[src/rtl/l2_consts.svh]
`ifndef L2_CONSTS_SVH
`define L2_CONSTS_SVH

// cache geometry
`define L2_TAG_W    18
`define L2_INDEX_W  8
`define L2_WAYS     4
`define L2_WAY_W    2

// one age counter per way
`define L2_AGE_W    2

`endif

[src/rtl/l2_pkg.sv]
`include "l2_consts.svh"

package l2_pkg;

    typedef logic [`L2_TAG_W-1:0] tag_t;

    typedef logic [`L2_INDEX_W-1:0] index_t;

    typedef logic [`L2_WAY_W-1:0] way_t;

    // field w holds the age of way w, 0 is most recent
    typedef logic [`L2_WAYS-1:0][`L2_AGE_W-1:0] age_set_t;

    typedef enum logic [1:0] {
        st_idle,
        st_compare,
        st_write_back,
        st_allocate
    } l2_state_e;

endpackage

[src/rtl/l2_mem_port.sv]
`timescale 1ns/1ps

module l2_mem_port (
    input  logic            clk,
    input  logic            nrst,
    input  logic            start_wb,
    input  logic            start_fill,
    input  l2_pkg::index_t  req_index,
    input  l2_pkg::tag_t    req_tag,
    input  l2_pkg::tag_t    victim_tag,
    input  logic            mem_ready,
    output logic            mem_read,
    output logic            mem_write,
    output l2_pkg::index_t  mem_index,
    output l2_pkg::tag_t    mem_tag,
    output logic            wb_ack,
    output logic            fill_ack
);

    always_ff @(posedge clk or negedge nrst)
    begin
        if (!nrst)
        begin
            mem_read  <= 1'b0;
            mem_write <= 1'b0;
            wb_ack    <= 1'b0;
            fill_ack  <= 1'b0;
        end
        else
        begin
            wb_ack   <= mem_write && mem_ready;
            fill_ack <= mem_read && mem_ready;

            // request held until memory takes it
            if (start_wb)
                mem_write <= 1'b1;
            else if (mem_ready)
                mem_write <= 1'b0;

            if (start_fill)
                mem_read <= 1'b1;
            else if (mem_ready)
                mem_read <= 1'b0;
        end
    end

    // write-back sends the old tag, a fill the new one
    always_ff @(posedge clk)
    begin
        if (start_wb || start_fill)
        begin
            mem_index <= req_index;
            mem_tag   <= start_wb ? victim_tag : req_tag;
        end
    end

endmodule

[config.mk]
export PLATFORM = sky130hd
export DESIGN_NAME = l2_mem_port
export DESIGN_NICKNAME = d
export VERILOG_FILES = /design/src/rtl/l2_pkg.sv /design/src/rtl/l2_mem_port.sv
export VERILOG_INCLUDE_DIRS = /design/src /design/src/rtl
export SDC_FILE = /design/constraint.sdc
export NUM_CORES = 1
export LEC_CHECK = 0
export ABC_AREA = 1
export BUFFER_PORTS_ARGS = -buffer_cell sky130_fd_sc_hd__buf_4
export CORE_MARGIN = 2
export CORE_UTILIZATION = 41
export DETAILED_ROUTE_END_ITERATION = 12
export PLACE_DENSITY_LB_ADDON = 0.1
export SYNTH_ARGS = -nofsm -noshare
export SYNTH_HDL_FRONTEND = slang
export SYNTH_SLANG_ARGS = --single-unit
export TNS_END_PERCENT = 1
[constraint.sdc]
create_clock -name clk -period 0.8 [get_ports clk]
set_input_delay 0 -clock clk [delete_from_list [all_inputs] [get_ports clk]]
set_output_delay 0 -clock clk [all_outputs]
set_load 0.1 [all_outputs]
; After elaboration in Yosys (flattened, before gate mapping)
; Cells that the tools add are included.
[totals]
memories = 0
inputBits = 49
latch_bits = 0
output_inout_bits = 30
regBits = 30
word_cells = 15
romBits = 0
ramBits = 0
[op_classes]
n_eq_ne = 0
n_div = 0
bitwise = 0
n_mux = 4
magnitude_cmp = 0
n_reduce_logical = 5
addsub = 0
shifts = 0
n_mul = 0
[ops]
columns = cell, count
row1 = 2-to-1 mux 18 bit, 1
row2 = nonzero test 2 bit, 2
row3 = 2-to-1 mux 1 bit, 3
row4 = logical AND 1 bit, 2
row5 = logical OR 1 bit, 1

; Depth between registers and ports, before layout
; Gate-level depths: netlist of run 1.
[logic_depth]
depth_word = 2
mapped_depth = 5
depth_no_buf = 3

; Worst setup path before layout of run 1
; Ideal clock, no wire load.
[synth_path]
kind = in2reg
from = in start_wb
to = reg mem_index[0] (enable)
arrival_ps = 862
path_stages = 4
setup_ps = 383
path_slack_ps = -445
cell_sequence = buf_6 > inv_4 > buf_8 > nand2_1
[synth_between]
elab_chain_cells = 1
[synth_rtl]
columns = item, line
row1 = start: declaration, l2_mem_port.sv:6  ; input logic start_wb,
row2 = logical OR 1 bit, l2_mem_port.sv:50  ; if (start_wb || start_fill)
row3 = end signal: assignment, l2_mem_port.sv:52  ; mem_index <= req_index;
row4 = end: declaration, l2_mem_port.sv:14  ; output l2_pkg::index_t mem_index,
; No other way between the ends.
; A chain may end at the register's enable or synchronous reset.

; Final worst setup path of run 1
[layout_path]
from = reg mem_index[2]
to = out mem_index[2]
; No word-level cell between the ends.

==> impl_metrics.xml, run 1 <==
<?xml version="1.0" encoding="UTF-8"?>
<metrics>
  <group name="logic_synthesis">
    <metric name="yosys.area.top_type" unit="">sky130_fd_sc_hd__edfxtp_1</metric>
    <metric name="yosys_cell_types" unit="">8</metric>
    <metric name="postSynthNetCount" unit="">149</metric>
    <metric name="synthesis.area" unit="sq mm">0.00120</metric>
    <metric name="largest_family_of_logic_cells_by_synthesized_area" unit="">simple AND/OR/NAND/NOR gates</metric>
    <metric name="synthesized_area_fraction_occupied_by_ao_oa_aoi_and_oai_cells" unit="%">0</metric>
    <metric name="ys_seq_area_share" unit="%">73.4</metric>
    <metric name="synthAdderAreaFrac" unit="%">0</metric>
    <metric name="synthSimpleGateAreaFrac" unit="%">20.8</metric>
    <metric name="synth-warning-count" unit="">0</metric>
    <metric name="yosysTopAreaCellShare" unit="%">65.1</metric>
    <metric name="synthesis.area_per_instance" unit="sq um">12.0</metric>
    <metric name="biggest_area_contributors_in_the_synthesized_netlist" unit="">sky130_fd_sc_hd__edfxtp_1 (65%), sky130_fd_sc_hd__nand2_1 (17%), sky130_fd_sc_hd__dfrtp_1 (8.3%), sky130_fd_sc_hd__nand2_2 (4.2%), sky130_fd_sc_hd__buf_6 (2.8%)</metric>
    <metric name="synth_xor_area_share" unit="%">0</metric>
    <metric name="ys_ff_latch" unit="">30</metric>
    <metric name="synth.area.mux_share" unit="%">0</metric>
    <metric name="syn_inst" unit="">100</metric>
  </group>
  <group name="grt">
    <metric name="global_route_wire_length_before_repair" unit="microns">6100</metric>
    <metric name="groute.usage.overall" unit="%">25.2</metric>
    <metric name="first_global_vias" unit="">1272</metric>
    <metric name="antenna_violations_before_repair" unit="">0</metric>
    <metric name="overflow" unit="">0</metric>
    <metric name="grt_start_max_net_pins" unit="">27</metric>
  </group>
  <group name="detailed_routing">
    <metric name="route.vias.total" unit="">1230</metric>
    <metric name="route.final.wire_length" unit="microns">3870</metric>
    <metric name="avgRoutedWirePerCell" unit="microns">14.5</metric>
    <metric name="viasPerCell" unit="">4.62</metric>
    <metric name="final_antenna_net_count" unit="">0</metric>
    <metric name="drt-pass1-iter-count" unit="">4</metric>
    <metric name="post-route-drc-count" unit="">0</metric>
    <metric name="iteration_0_drc_count_of_the_detailed_router" unit="">48</metric>
  </group>
  <group name="layout">
    <metric name="insertedDiodeCount" unit="">0</metric>
    <metric name="final_layout_size_suffix_gt1_share" unit="%">42.6</metric>
    <metric name="nets" unit="">283</metric>
    <metric name="area_growth_syn_to_layout" unit="%">108</metric>
    <metric name="mostFrequentLayoutCells" unit="">sky130_fd_sc_hd__nand2_1 (52), sky130_fd_sc_hd__buf_4 (52), sky130_fd_sc_hd__dlygate4sd3_1 (49), sky130_fd_sc_hd__edfxtp_1 (26), sky130_fd_sc_hd__buf_6 (26)</metric>
  </group>
  <group name="placement">
    <metric name="detailedPlacementHpwl" unit="microns">1860</metric>
    <metric name="place_worst_setup_slack" unit="ps">17.2</metric>
    <metric name="gp_routability_congestion" unit="">0.701</metric>
    <metric name="place.port_buffers" unit="">78</metric>
  </group>
  <group name="run">
    <metric name="max_cap_viol_count" unit="">0</metric>
  </group>
  <group name="cts">
    <metric name="cts_sinks" unit="">30</metric>
    <metric name="cts.htree.levels" unit="">2</metric>
    <metric name="cts_tree" unit="">done</metric>
    <metric name="cts.clk_slew.worst_paths" unit="ps">90</metric>
    <metric name="clock_latency" unit="ps">320</metric>
    <metric name="clockRootBuffer" unit="">sky130_fd_sc_hd__clkbuf_4</metric>
    <metric name="cts-root-to-sink-buffers" unit="">2</metric>
    <metric name="cts_buffers" unit="">5</metric>
  </group>
  <group name="floorplanning">
    <metric name="io-pin-count" unit="">79</metric>
    <metric name="floorplan.die_area" unit="sq mm">0.00338</metric>
    <metric name="die_height" unit="microns">58.1</metric>
    <metric name="core-area" unit="sq mm">0.00276</metric>
    <metric name="placementRows" unit="">19</metric>
    <metric name="starting_density_of_the_core" unit="%">43.5</metric>
    <metric name="die_width" unit="microns">58.1</metric>
  </group>
  <group name="min_path">
    <metric name="hold_depth" unit="">4</metric>
    <metric name="min_delay_worst_endpoint" unit="">mem_write$_DFFE_PN0P_</metric>
    <metric name="timing.hold.worst.start" unit="">start_wb</metric>
    <metric name="hp-class" unit="">input port to flop</metric>
  </group>
  <group name="critical_path">
    <metric name="cp_num_cells" unit="">1</metric>
    <metric name="cp_arrival" unit="ps">940</metric>
    <metric name="setup.worst_path.end_class" unit="">output port</metric>
    <metric name="worst_path_dominant_cell_family" unit="">flip-flops</metric>
    <metric name="critical-path-slowest-cell" unit="">sky130_fd_sc_hd__edfxtp_1</metric>
    <metric name="worst_r2r_path_depth" unit="">3</metric>
    <metric name="cp.buffers_inverters" unit="">1</metric>
    <metric name="regToRegEndpoint" unit="">mem_read$_DFFE_PN0P_</metric>
    <metric name="regToRegStartpoint" unit="">mem_read$_DFFE_PN0P_</metric>
    <metric name="crit_path_max_fanout" unit="">1</metric>
    <metric name="worstSetupStartpoint" unit="">mem_index[2]$_DFFE_PP_</metric>
    <metric name="timing.critical_path.from_type" unit="">flop</metric>
    <metric name="setup.worst_path.class" unit="">flop to output port</metric>
    <metric name="cp_cell_sequence" unit="">buf_6</metric>
    <metric name="setup.reg_to_reg.worst_slack" unit="ps">-20</metric>
    <metric name="required" unit="ps">800</metric>
    <metric name="slowest_delay" unit="ps">420</metric>
  </group>
  <group name="timing">
    <metric name="layout_setup_ws" unit="ps">-145</metric>
    <metric name="timing.final.crit_share" unit="%">118</metric>
    <metric name="report.final.setup_viol" unit="">31</metric>
    <metric name="clock_skew" unit="ps">0.679</metric>
    <metric name="setup_tns" unit="ps">-3380</metric>
    <metric name="grt_setup_unrepaired" unit="">yes</metric>
    <metric name="fmax" unit="GHz">1.06</metric>
    <metric name="max_slew_margin" unit="%">77.0</metric>
    <metric name="hold_violations" unit="">0</metric>
    <metric name="slew_worst_pin" unit="ps">344</metric>
    <metric name="post-route-min-period" unit="ps">945</metric>
    <metric name="final-max-slew-violation-count" unit="">0</metric>
  </group>
  <group name="power">
    <metric name="vdd_ir_drop_max" unit="V">0.00199</metric>
    <metric name="power.static_leakage" unit="nW">1.20</metric>
    <metric name="p_per_area" unit="mW/mm^2">1950</metric>
  </group>
  <group name="run_status">
    <metric name="violated_checks" unit="">setup timing</metric>
    <metric name="outcome" unit="">finished with violations</metric>
  </group>
</metrics>
-- logic make-up (layout without fill, tap and decap cells) --
family / count (synthesis) / in the layout
and+or+nand+nor: 61 / 61
buffers and inverters: 9 / 144
DFF: 30 / 30
-- where the power goes --
| part | switching (mW) | internal, mW |
|---|---|---|
| Combinational | 1.40 | 0.665 |
| Clock | 0.502 | 0.330 |
| Sequential | 0.0801 | 1.88 |
-- sequential cells by signal, summed over array words and instances, names as in the netlist --
signal     cells
mem_index      8
mem_read       1
wb_ack         1
fill_ack       1
mem_write      1
mem_tag       18
-- repair_timing --
item | CTS | global route
hold endpoints to repair | 34 | 0
hold buffers | 49 | 0
resized for setup | 34 | 2
buffers inserted | 1 | 0
endpoints found under the setup margin | 30 | 31
-- layout make-up --
type,instances,area (sq um)
Clock inverter,2,8.76
Timing Repair Buffer,131,1240
Multi-Input combinational cell,61,256
Tap cell,31,38.8
Fill cell,115,264
Inverter,5,21.3
Sequential cell,30,883
Clock buffer,6,41.3
-- per-stage QoR --
stage | hold slack (ps) | instances | total power [mW] | area (sq um) | utilization, %
detailed placement | -201 | 208 | 3.69 | 1810 | 65.6
global route | 134 | 266 | 5.02 | 2490 | 90.4
CTS | 139 | 266 | 4.83 | 2490 | 90.2
finish | 139 | 266 | 4.86 | 2490 | 90.4
floorplan | -296 | 100 | 3.24 | 1210 | -
global placement | -203 | 208 | 3.67 | 1810 | 65.6
-- synth_stat cells --
library cell,count
sky130_fd_sc_hd__nand2_2,8
sky130_fd_sc_hd__inv_1,4
sky130_fd_sc_hd__inv_4,1
sky130_fd_sc_hd__nand2_1,53
sky130_fd_sc_hd__dfrtp_1,4
sky130_fd_sc_hd__edfxtp_1,26
sky130_fd_sc_hd__buf_6,3
sky130_fd_sc_hd__buf_8,1
-- layer usage --
layer / share of wire, % / track usage (%)
met1: 34 / 24.6
met2: 57 / 47.9
met3: 8.1 / 9.82
met4: 1.0 / 7.97
met5: 0 / 0
-- worst max-delay path by stage --
stage | to | slack (ps)
floorplan | mem_index[0] | -100
global placement | mem_tag[4]$_DFFE_PP_ | 30
detailed placement | mem_tag[4]$_DFFE_PP_ | 20
CTS | mem_tag[17] | -140
global route | mem_index[2] | -190
finish | mem_index[2] | -140
No activity file was read; power rests on OpenSTA's default activity.
==> run 2, diff against run 1 <==
Settings changed: ABC_AREA 1 to not set, CAP_MARGIN set to 20.
==> impl_metrics.xml, run 2 <==
<?xml version="1.0" encoding="UTF-8"?>
<metrics>
  <group name="logic_synthesis">
    <metric name="synthesis.area" unit="sq mm">0.00121</metric>
    <metric name="synth_commonest_cells" unit="">sky130_fd_sc_hd__edfxtp_1 (26), sky130_fd_sc_hd__mux2_4 (18), sky130_fd_sc_hd__dfrtp_1 (4)</metric>
    <metric name="yosysTopAreaCellShare" unit="%">64.5</metric>
    <metric name="syn_inst" unit="">56</metric>
    <metric name="synth-warning-count" unit="">0</metric>
    <metric name="synthMostInstantiatedCell" unit="">sky130_fd_sc_hd__edfxtp_1</metric>
    <metric name="synth-main-ff-cell" unit="">sky130_fd_sc_hd__edfxtp_1</metric>
    <metric name="biggest_area_contributors_in_the_synthesized_netlist" unit="">sky130_fd_sc_hd__edfxtp_1 (64%), sky130_fd_sc_hd__mux2_4 (22%), sky130_fd_sc_hd__dfrtp_1 (8.3%), sky130_fd_sc_hd__buf_6 (1.9%), sky130_fd_sc_hd__a21o_1 (1.2%)</metric>
    <metric name="ys_seq_area_share" unit="%">72.7</metric>
    <metric name="yosys.area.top_type" unit="">sky130_fd_sc_hd__edfxtp_1</metric>
    <metric name="synthesis.area_per_instance" unit="sq um">21.6</metric>
    <metric name="yosys_cell_types" unit="">8</metric>
    <metric name="count_of_flip_flops_with_a_built_in_enable_after_synthesis" unit="">26</metric>
    <metric name="ys_ff_latch" unit="">30</metric>
    <metric name="async_reset_ff_share" unit="%">13.3</metric>
    <metric name="postSynthNetCount" unit="">105</metric>
  </group>
  <group name="detailed_routing">
    <metric name="drt-pass1-iter-count" unit="">4</metric>
    <metric name="viasPerCell" unit="">4.69</metric>
    <metric name="iteration_0_drc_count_of_the_detailed_router" unit="">9</metric>
    <metric name="post-route-drc-count" unit="">0</metric>
    <metric name="route.final.wire_length" unit="microns">2810</metric>
    <metric name="avgRoutedWirePerCell" unit="microns">14.9</metric>
    <metric name="final_antenna_net_count" unit="">0</metric>
    <metric name="route.vias.total" unit="">881</metric>
  </group>
  <group name="power">
    <metric name="power.clock.fraction" unit="%">17.6</metric>
    <metric name="internal-power" unit="mW">2.83</metric>
    <metric name="p_per_area" unit="mW/mm^2">2160</metric>
    <metric name="power.share.sequential" unit="%">41.4</metric>
    <metric name="totalPowerFinal" unit="mW">4.74</metric>
    <metric name="power.static_leakage" unit="nW">1.01</metric>
    <metric name="vdd_ir_drop_max" unit="V">0.00215</metric>
    <metric name="power.combinational.fraction" unit="%">41.0</metric>
    <metric name="p_sw" unit="mW">1.91</metric>
    <metric name="fraction_of_power_spent_switching_nets" unit="%">40.3</metric>
  </group>
  <group name="run">
    <metric name="max_cap_viol_count" unit="">0</metric>
  </group>
  <group name="critical_path">
    <metric name="timing.critical_path.from_type" unit="">flop</metric>
    <metric name="cp.buffers_inverters" unit="">1</metric>
    <metric name="setup.worst_path.class" unit="">flop to output port</metric>
    <metric name="critical-path-slowest-cell" unit="">sky130_fd_sc_hd__dfrtp_4</metric>
    <metric name="cp_arrival" unit="ps">1010</metric>
    <metric name="required" unit="ps">800</metric>
    <metric name="cp_cell_sequence" unit="">buf_12</metric>
    <metric name="worstSetupStartpoint" unit="">mem_write$_DFFE_PN0P_</metric>
    <metric name="slowest_delay" unit="ps">510</metric>
    <metric name="regToRegStartpoint" unit="">mem_write$_DFFE_PN0P_</metric>
    <metric name="setup.worst_path.end_class" unit="">output port</metric>
    <metric name="worst_path_dominant_cell_family" unit="">flip-flops</metric>
    <metric name="crit_path_max_fanout" unit="">3</metric>
  </group>
  <group name="timing">
    <metric name="setup_tns" unit="ps">-3730</metric>
    <metric name="clock_skew" unit="ps">0.368</metric>
    <metric name="grt_setup_unrepaired" unit="">yes</metric>
    <metric name="fin_worst_hold_slack" unit="ps">-34.0</metric>
    <metric name="hold_violations" unit="">18</metric>
    <metric name="final-max-slew-violation-count" unit="">0</metric>
    <metric name="fmax" unit="GHz">0.990</metric>
    <metric name="slew_worst_pin" unit="ps">364</metric>
    <metric name="layout_setup_ws" unit="ps">-210</metric>
    <metric name="max_slew_margin" unit="%">75.8</metric>
    <metric name="post-route-min-period" unit="ps">1010</metric>
    <metric name="timing.final.crit_share" unit="%">126</metric>
    <metric name="report.final.setup_viol" unit="">33</metric>
  </group>
  <group name="layout">
    <metric name="layout_commonest_cell" unit="">sky130_fd_sc_hd__buf_4</metric>
    <metric name="nets" unit="">205</metric>
    <metric name="largest_register_ff_count" unit="">18</metric>
    <metric name="area_growth_syn_to_layout" unit="%">81.4</metric>
    <metric name="top_regs" unit="">mem_tag (18), mem_index (8)</metric>
    <metric name="max_flop_register" unit="">mem_tag</metric>
    <metric name="finish.cell_count_without_fillers" unit="">188</metric>
    <metric name="mostFrequentLayoutCells" unit="">sky130_fd_sc_hd__buf_4 (49), sky130_fd_sc_hd__edfxtp_1 (26), sky130_fd_sc_hd__buf_6 (26), sky130_fd_sc_hd__mux2_4 (18), sky130_fd_sc_hd__dlygate4sd3_1 (14)</metric>
    <metric name="final_layout_size_suffix_gt1_share" unit="%">68.2</metric>
    <metric name="insertedDiodeCount" unit="">0</metric>
  </group>
  <group name="cts">
    <metric name="clock_latency" unit="ps">320</metric>
    <metric name="cts-root-to-sink-buffers" unit="">2</metric>
    <metric name="clockRootBuffer" unit="">sky130_fd_sc_hd__clkbuf_4</metric>
    <metric name="cts_buffers" unit="">5</metric>
    <metric name="cts.clk_slew.worst_paths" unit="ps">100</metric>
    <metric name="cts_tree" unit="">done</metric>
    <metric name="cts.htree.levels" unit="">2</metric>
    <metric name="post_cts_buffers" unit="">0</metric>
    <metric name="cts_sinks" unit="">30</metric>
  </group>
  <group name="placement">
    <metric name="place.port_buffers" unit="">78</metric>
    <metric name="gp_routability_congestion" unit="">0.621</metric>
    <metric name="place_worst_setup_slack" unit="ps">-67.4</metric>
    <metric name="post-place-cells" unit="">165</metric>
    <metric name="detailedPlacementHpwl" unit="microns">1790</metric>
  </group>
  <group name="floorplanning">
    <metric name="die_width" unit="microns">58.4</metric>
    <metric name="core-area" unit="sq mm">0.00278</metric>
    <metric name="floorplan.die_area" unit="sq mm">0.00340</metric>
    <metric name="placementRows" unit="">19</metric>
    <metric name="starting_density_of_the_core" unit="%">43.5</metric>
    <metric name="die_height" unit="microns">58.4</metric>
    <metric name="io-pin-count" unit="">79</metric>
  </group>
  <group name="grt">
    <metric name="first_global_vias" unit="">948</metric>
    <metric name="grt_start_max_net_pins" unit="">27</metric>
    <metric name="overflow" unit="">0</metric>
    <metric name="groute.usage.overall" unit="%">17.4</metric>
    <metric name="antenna_violations_before_repair" unit="">0</metric>
    <metric name="global_route_wire_length_before_repair" unit="microns">4080</metric>
  </group>
  <group name="min_path">
    <metric name="timing.hold.worst.start" unit="">req_tag[2]</metric>
    <metric name="hp-class" unit="">input port to flop</metric>
  </group>
  <group name="run_status">
    <metric name="violated_checks" unit="">hold timing, setup timing</metric>
    <metric name="outcome" unit="">finished with violations</metric>
  </group>
</metrics>
==> run 2: power by group through the flow <==
| stage | combinational (mW) | clock (mW) | sequential (mW) |
|---|---|---|---|
| after floorplan | 0.179 | 0 | 3.10 |
| after global placement | 1.76 | 0 | 1.96 |
| after detailed placement | 1.77 | 0 | 1.96 |
| after CTS | 1.93 | 0.850 | 1.96 |
| after global routing | 1.99 | 0.932 | 1.98 |
| final | 1.94 | 0.834 | 1.96 |
==> run 2: final cells by class <==
| cell class | count | area (sq um) |
|---|---|---|
| clock buffers | 5 | 37.5 |
| repair buffers | 95 | 911 |
| inverters | 1 | 3.75 |
| flip-flops and latches | 30 | 888 |
| fillers | 183 | 584 |
| well taps | 31 | 38.8 |
| multi-input cells | 23 | 307 |
| clock inverters | 3 | 11.3 |
==> run 2: path summary, 6_finish.rpt <==
kind                                    endpoint  slack (ps)  depth (start not counted)
hold reg to reg             mem_read$_DFFE_PN0P_         580                          1
max in group asynchronous   mem_read$_DFFE_PN0P_         580                          3
hold / removal              mem_tag[2]$_DFFE_PP_         -30                          2
setup reg to reg           mem_write$_DFFE_PN0P_          20                          1
setup / recovery                       mem_write        -210                          1
min in group asynchronous       wb_ack$_DFF_PN0_         110                          3
==> run 2: through the flow <==
step | utilization [%] | cell area, sq um
global placement | 67.0 | 1860
floorplan | - | 1220
finish | 79.0 | 2200
global route | 79.0 | 2200
CTS | 77.9 | 2170
detailed placement | 67.0 | 1860
==> run 2: cells by family (layout without fill, tap and decap cells) <==
family	Yosys count	in the layout	share of synthesized area (%)
mux	18	18	22.3
buf+inv	3	104	2.17
compound gates	2	2	1.24
simple gates	3	3	1.55
flops	30	30	72.7
==> run 2: timing repair <==
item                       in CTS  in global routing
hold endpoints to repair       34                 18
gates resized for setup        35                  2
cloned                          0                  0
setup endpoints to repair      30                 34
hold buffers                   12                  3
==> run 2: per-layer routing <==
layer / vias to the layer above / part of all wire, % / GRT usage (%)
met5: - / 0 / 0
met4: 0 / 3.0 / 8.31
met3: 9 / 10 / 9.45
met2: 50 / 56 / 33.1
met1: 407 / 31 / 13.9
li1: 415 / - / -
==> run 3, diff against run 2 <==
Settings changed: CORE_UTILIZATION 41 to 43, CTS_BUF_LIST set to sky130_fd_sc_hd__clkbuf_2, PLACE_DENSITY set to 0.82, PLACE_DENSITY_LB_ADDON 0.1 to not set, SKIP_CTS_REPAIR_TIMING set to 1.
==> impl_metrics.xml, run 3 (synthesis results as in run 2) <==
<?xml version="1.0" encoding="UTF-8"?>
<metrics>
  <group name="timing">
    <metric name="clock_skew" unit="ps">3.14</metric>
    <metric name="fmax" unit="GHz">0.956</metric>
    <metric name="report.final.setup_viol" unit="">50</metric>
    <metric name="final-max-slew-violation-count" unit="">0</metric>
    <metric name="hold_violations" unit="">0</metric>
    <metric name="fin_worst_hold_slack" unit="ps">97.3</metric>
    <metric name="layout_setup_ws" unit="ps">-247</metric>
    <metric name="grt_setup_unrepaired" unit="">yes</metric>
    <metric name="slew_worst_pin" unit="ps">363</metric>
    <metric name="max_slew_margin" unit="%">75.8</metric>
    <metric name="timing.final.crit_share" unit="%">131</metric>
    <metric name="post-route-min-period" unit="ps">1050</metric>
  </group>
  <group name="run_status">
    <metric name="violated_checks" unit="">setup timing</metric>
    <metric name="outcome" unit="">finished with violations</metric>
  </group>
  <group name="floorplanning">
    <metric name="io-pin-count" unit="">79</metric>
    <metric name="die_height" unit="microns">57.1</metric>
    <metric name="core-area" unit="sq mm">0.00271</metric>
    <metric name="starting_density_of_the_core" unit="%">44.7</metric>
    <metric name="placementRows" unit="">19</metric>
    <metric name="die_width" unit="microns">57.1</metric>
    <metric name="floorplan.die_area" unit="sq mm">0.00326</metric>
  </group>
  <group name="critical_path">
    <metric name="setup.worst_path.end_class" unit="">output port</metric>
    <metric name="cp_cell_sequence" unit="">buf_12</metric>
    <metric name="cp_num_cells" unit="">1</metric>
    <metric name="slowest_delay" unit="ps">530</metric>
    <metric name="regToRegStartpoint" unit="">mem_write$_DFFE_PN0P_</metric>
    <metric name="worst_r2r_path_depth" unit="">2</metric>
    <metric name="cp.buffers_inverters" unit="">1</metric>
    <metric name="timing.critical_path.from_type" unit="">flop</metric>
    <metric name="crit_path_max_fanout" unit="">3</metric>
    <metric name="setup.reg_to_reg.worst_slack" unit="ps">-60</metric>
    <metric name="required" unit="ps">800</metric>
    <metric name="critical-path-slowest-cell" unit="">sky130_fd_sc_hd__dfrtp_4</metric>
    <metric name="worstSetupStartpoint" unit="">mem_read$_DFFE_PN0P_</metric>
    <metric name="worst_path_dominant_cell_family" unit="">flip-flops</metric>
    <metric name="cp_arrival" unit="ps">1050</metric>
    <metric name="regToRegEndpoint" unit="">mem_write$_DFFE_PN0P_</metric>
    <metric name="setup.worst_path.class" unit="">flop to output port</metric>
  </group>
  <group name="detailed_routing">
    <metric name="post-route-drc-count" unit="">0</metric>
    <metric name="viasPerCell" unit="">4.81</metric>
    <metric name="iteration_0_drc_count_of_the_detailed_router" unit="">36</metric>
    <metric name="avgRoutedWirePerCell" unit="microns">19.3</metric>
    <metric name="route.vias.total" unit="">1067</metric>
    <metric name="final_antenna_net_count" unit="">0</metric>
    <metric name="route.final.wire_length" unit="microns">4280</metric>
    <metric name="drt-pass1-iter-count" unit="">4</metric>
  </group>
  <group name="min_path">
    <metric name="timing.hold.worst.start" unit="">start_wb</metric>
    <metric name="hp-class" unit="">input port to flop</metric>
    <metric name="hold_depth" unit="">2</metric>
    <metric name="min_delay_worst_endpoint" unit="">mem_write$_DFFE_PN0P_</metric>
  </group>
  <group name="layout">
    <metric name="nets" unit="">239</metric>
    <metric name="insertedDiodeCount" unit="">0</metric>
    <metric name="fillerInstances" unit="">75</metric>
    <metric name="layout.area.seq" unit="sq um">888</metric>
    <metric name="max_flop_register" unit="">mem_tag</metric>
    <metric name="mostFrequentLayoutCells" unit="">sky130_fd_sc_hd__dlygate4sd3_1 (48), sky130_fd_sc_hd__buf_4 (48), sky130_fd_sc_hd__edfxtp_1 (26), sky130_fd_sc_hd__buf_6 (26), sky130_fd_sc_hd__mux2_4 (18)</metric>
    <metric name="layout.core_utilization" unit="%">93.4</metric>
    <metric name="area_of_the_multi_input_gates" unit="sq um">309</metric>
    <metric name="final_area" unit="sq mm">0.00253</metric>
    <metric name="area_growth_syn_to_layout" unit="%">109</metric>
    <metric name="largest_register_ff_count" unit="">18</metric>
    <metric name="final_layout_size_suffix_gt1_share" unit="%">57.6</metric>
    <metric name="finish.cell_count_without_fillers" unit="">222</metric>
    <metric name="top_regs" unit="">mem_tag (18), mem_index (8)</metric>
  </group>
  <group name="grt">
    <metric name="global_route_wire_length_before_repair" unit="microns">3620</metric>
    <metric name="groute.usage.overall" unit="%">15.6</metric>
    <metric name="antenna_violations_before_repair" unit="">0</metric>
    <metric name="first_global_vias" unit="">813</metric>
    <metric name="grt_start_max_net_pins" unit="">21</metric>
    <metric name="overflow" unit="">0</metric>
  </group>
  <group name="placement">
    <metric name="gp_routability_congestion" unit="">0.637</metric>
    <metric name="post-place-cells" unit="">165</metric>
    <metric name="placed_instance_area" unit="sq mm">0.00186</metric>
    <metric name="place.port_buffers" unit="">78</metric>
    <metric name="place_worst_setup_slack" unit="ps">-182</metric>
  </group>
  <group name="cts">
    <metric name="cts.htree.levels" unit="">2</metric>
    <metric name="cts_tree" unit="">done</metric>
    <metric name="clock_latency" unit="ps">340</metric>
    <metric name="cts.clk_slew.worst_paths" unit="ps">150</metric>
    <metric name="cts_buffers" unit="">5</metric>
    <metric name="clockRootBuffer" unit="">sky130_fd_sc_hd__clkbuf_2</metric>
    <metric name="cts_sinks" unit="">30</metric>
    <metric name="cts-root-to-sink-buffers" unit="">2</metric>
  </group>
  <group name="power">
    <metric name="p_per_area" unit="mW/mm^2">1910</metric>
    <metric name="power.static_leakage" unit="nW">1.16</metric>
    <metric name="vdd_ir_drop_max" unit="V">0.00163</metric>
  </group>
  <group name="run">
    <metric name="max_cap_viol_count" unit="">0</metric>
  </group>
</metrics>
==> run 3: cell count changes in the layout (fill, tap and decap cells not counted) <==
cell	change
sky130_fd_sc_hd__clkbuf_4	-5
sky130_fd_sc_hd__buf_4	-1
sky130_fd_sc_hd__and2_4	+1
sky130_fd_sc_hd__clkbuf_2	+6
sky130_fd_sc_hd__clkinv_2	+1
sky130_fd_sc_hd__buf_8	+2
sky130_fd_sc_hd__and2_1	-1
sky130_fd_sc_hd__clkinv_1	-2
sky130_fd_sc_hd__dlygate4sd3_1	+34
sky130_fd_sc_hd__buf_12	-1
==> run 3: cell type report <==
cell class / instances / area share (%)
clock buffers: 6 / 1.19
inverters: 1 / 0.148
multi-input cells: 23 / 12.2
well taps: 31 / 1.53
flip-flops and latches: 30 / 35.1
clock inverters: 2 / 0.346
repair buffers: 129 / 49.5
==> run 3: metal layers <==
metal,part of all wire (%),track usage (%),wire (microns)
met1,36,15.3,1540
met2,57,28.6,2450
met3,5.0,3.40,215
met4,1.8,11.0,75
met5,0,0,0
==> run 3: worst max path at each step <==
stage | end | slack (ps)
after global routing | mem_read | -320
after global placement | mem_tag[1]$_DFFE_PP_ | -160
after detailed placement | mem_tag[3]$_DFFE_PP_ | -180
after floorplan | fill_ack$_DFF_PN0_ | -120
after CTS | mem_read | -310
final | mem_read | -250
==> run 3: metrics by stage <==
stage                     TNS [ps]  total power, mW
after floorplan              -3340             3.27
after global placement       -5720             3.72
after detailed placement     -6630             3.74
after CTS                    -6500             4.42
after global routing         -7360             4.98
final                        -5710             4.83
==> run 3: where the power goes <==
group | switching [mW] | internal [mW]
sequential | 0.0913 | 1.88
combinational | 1.38 | 0.749
clock | 0.512 | 0.215
total | 1.98 | 2.85
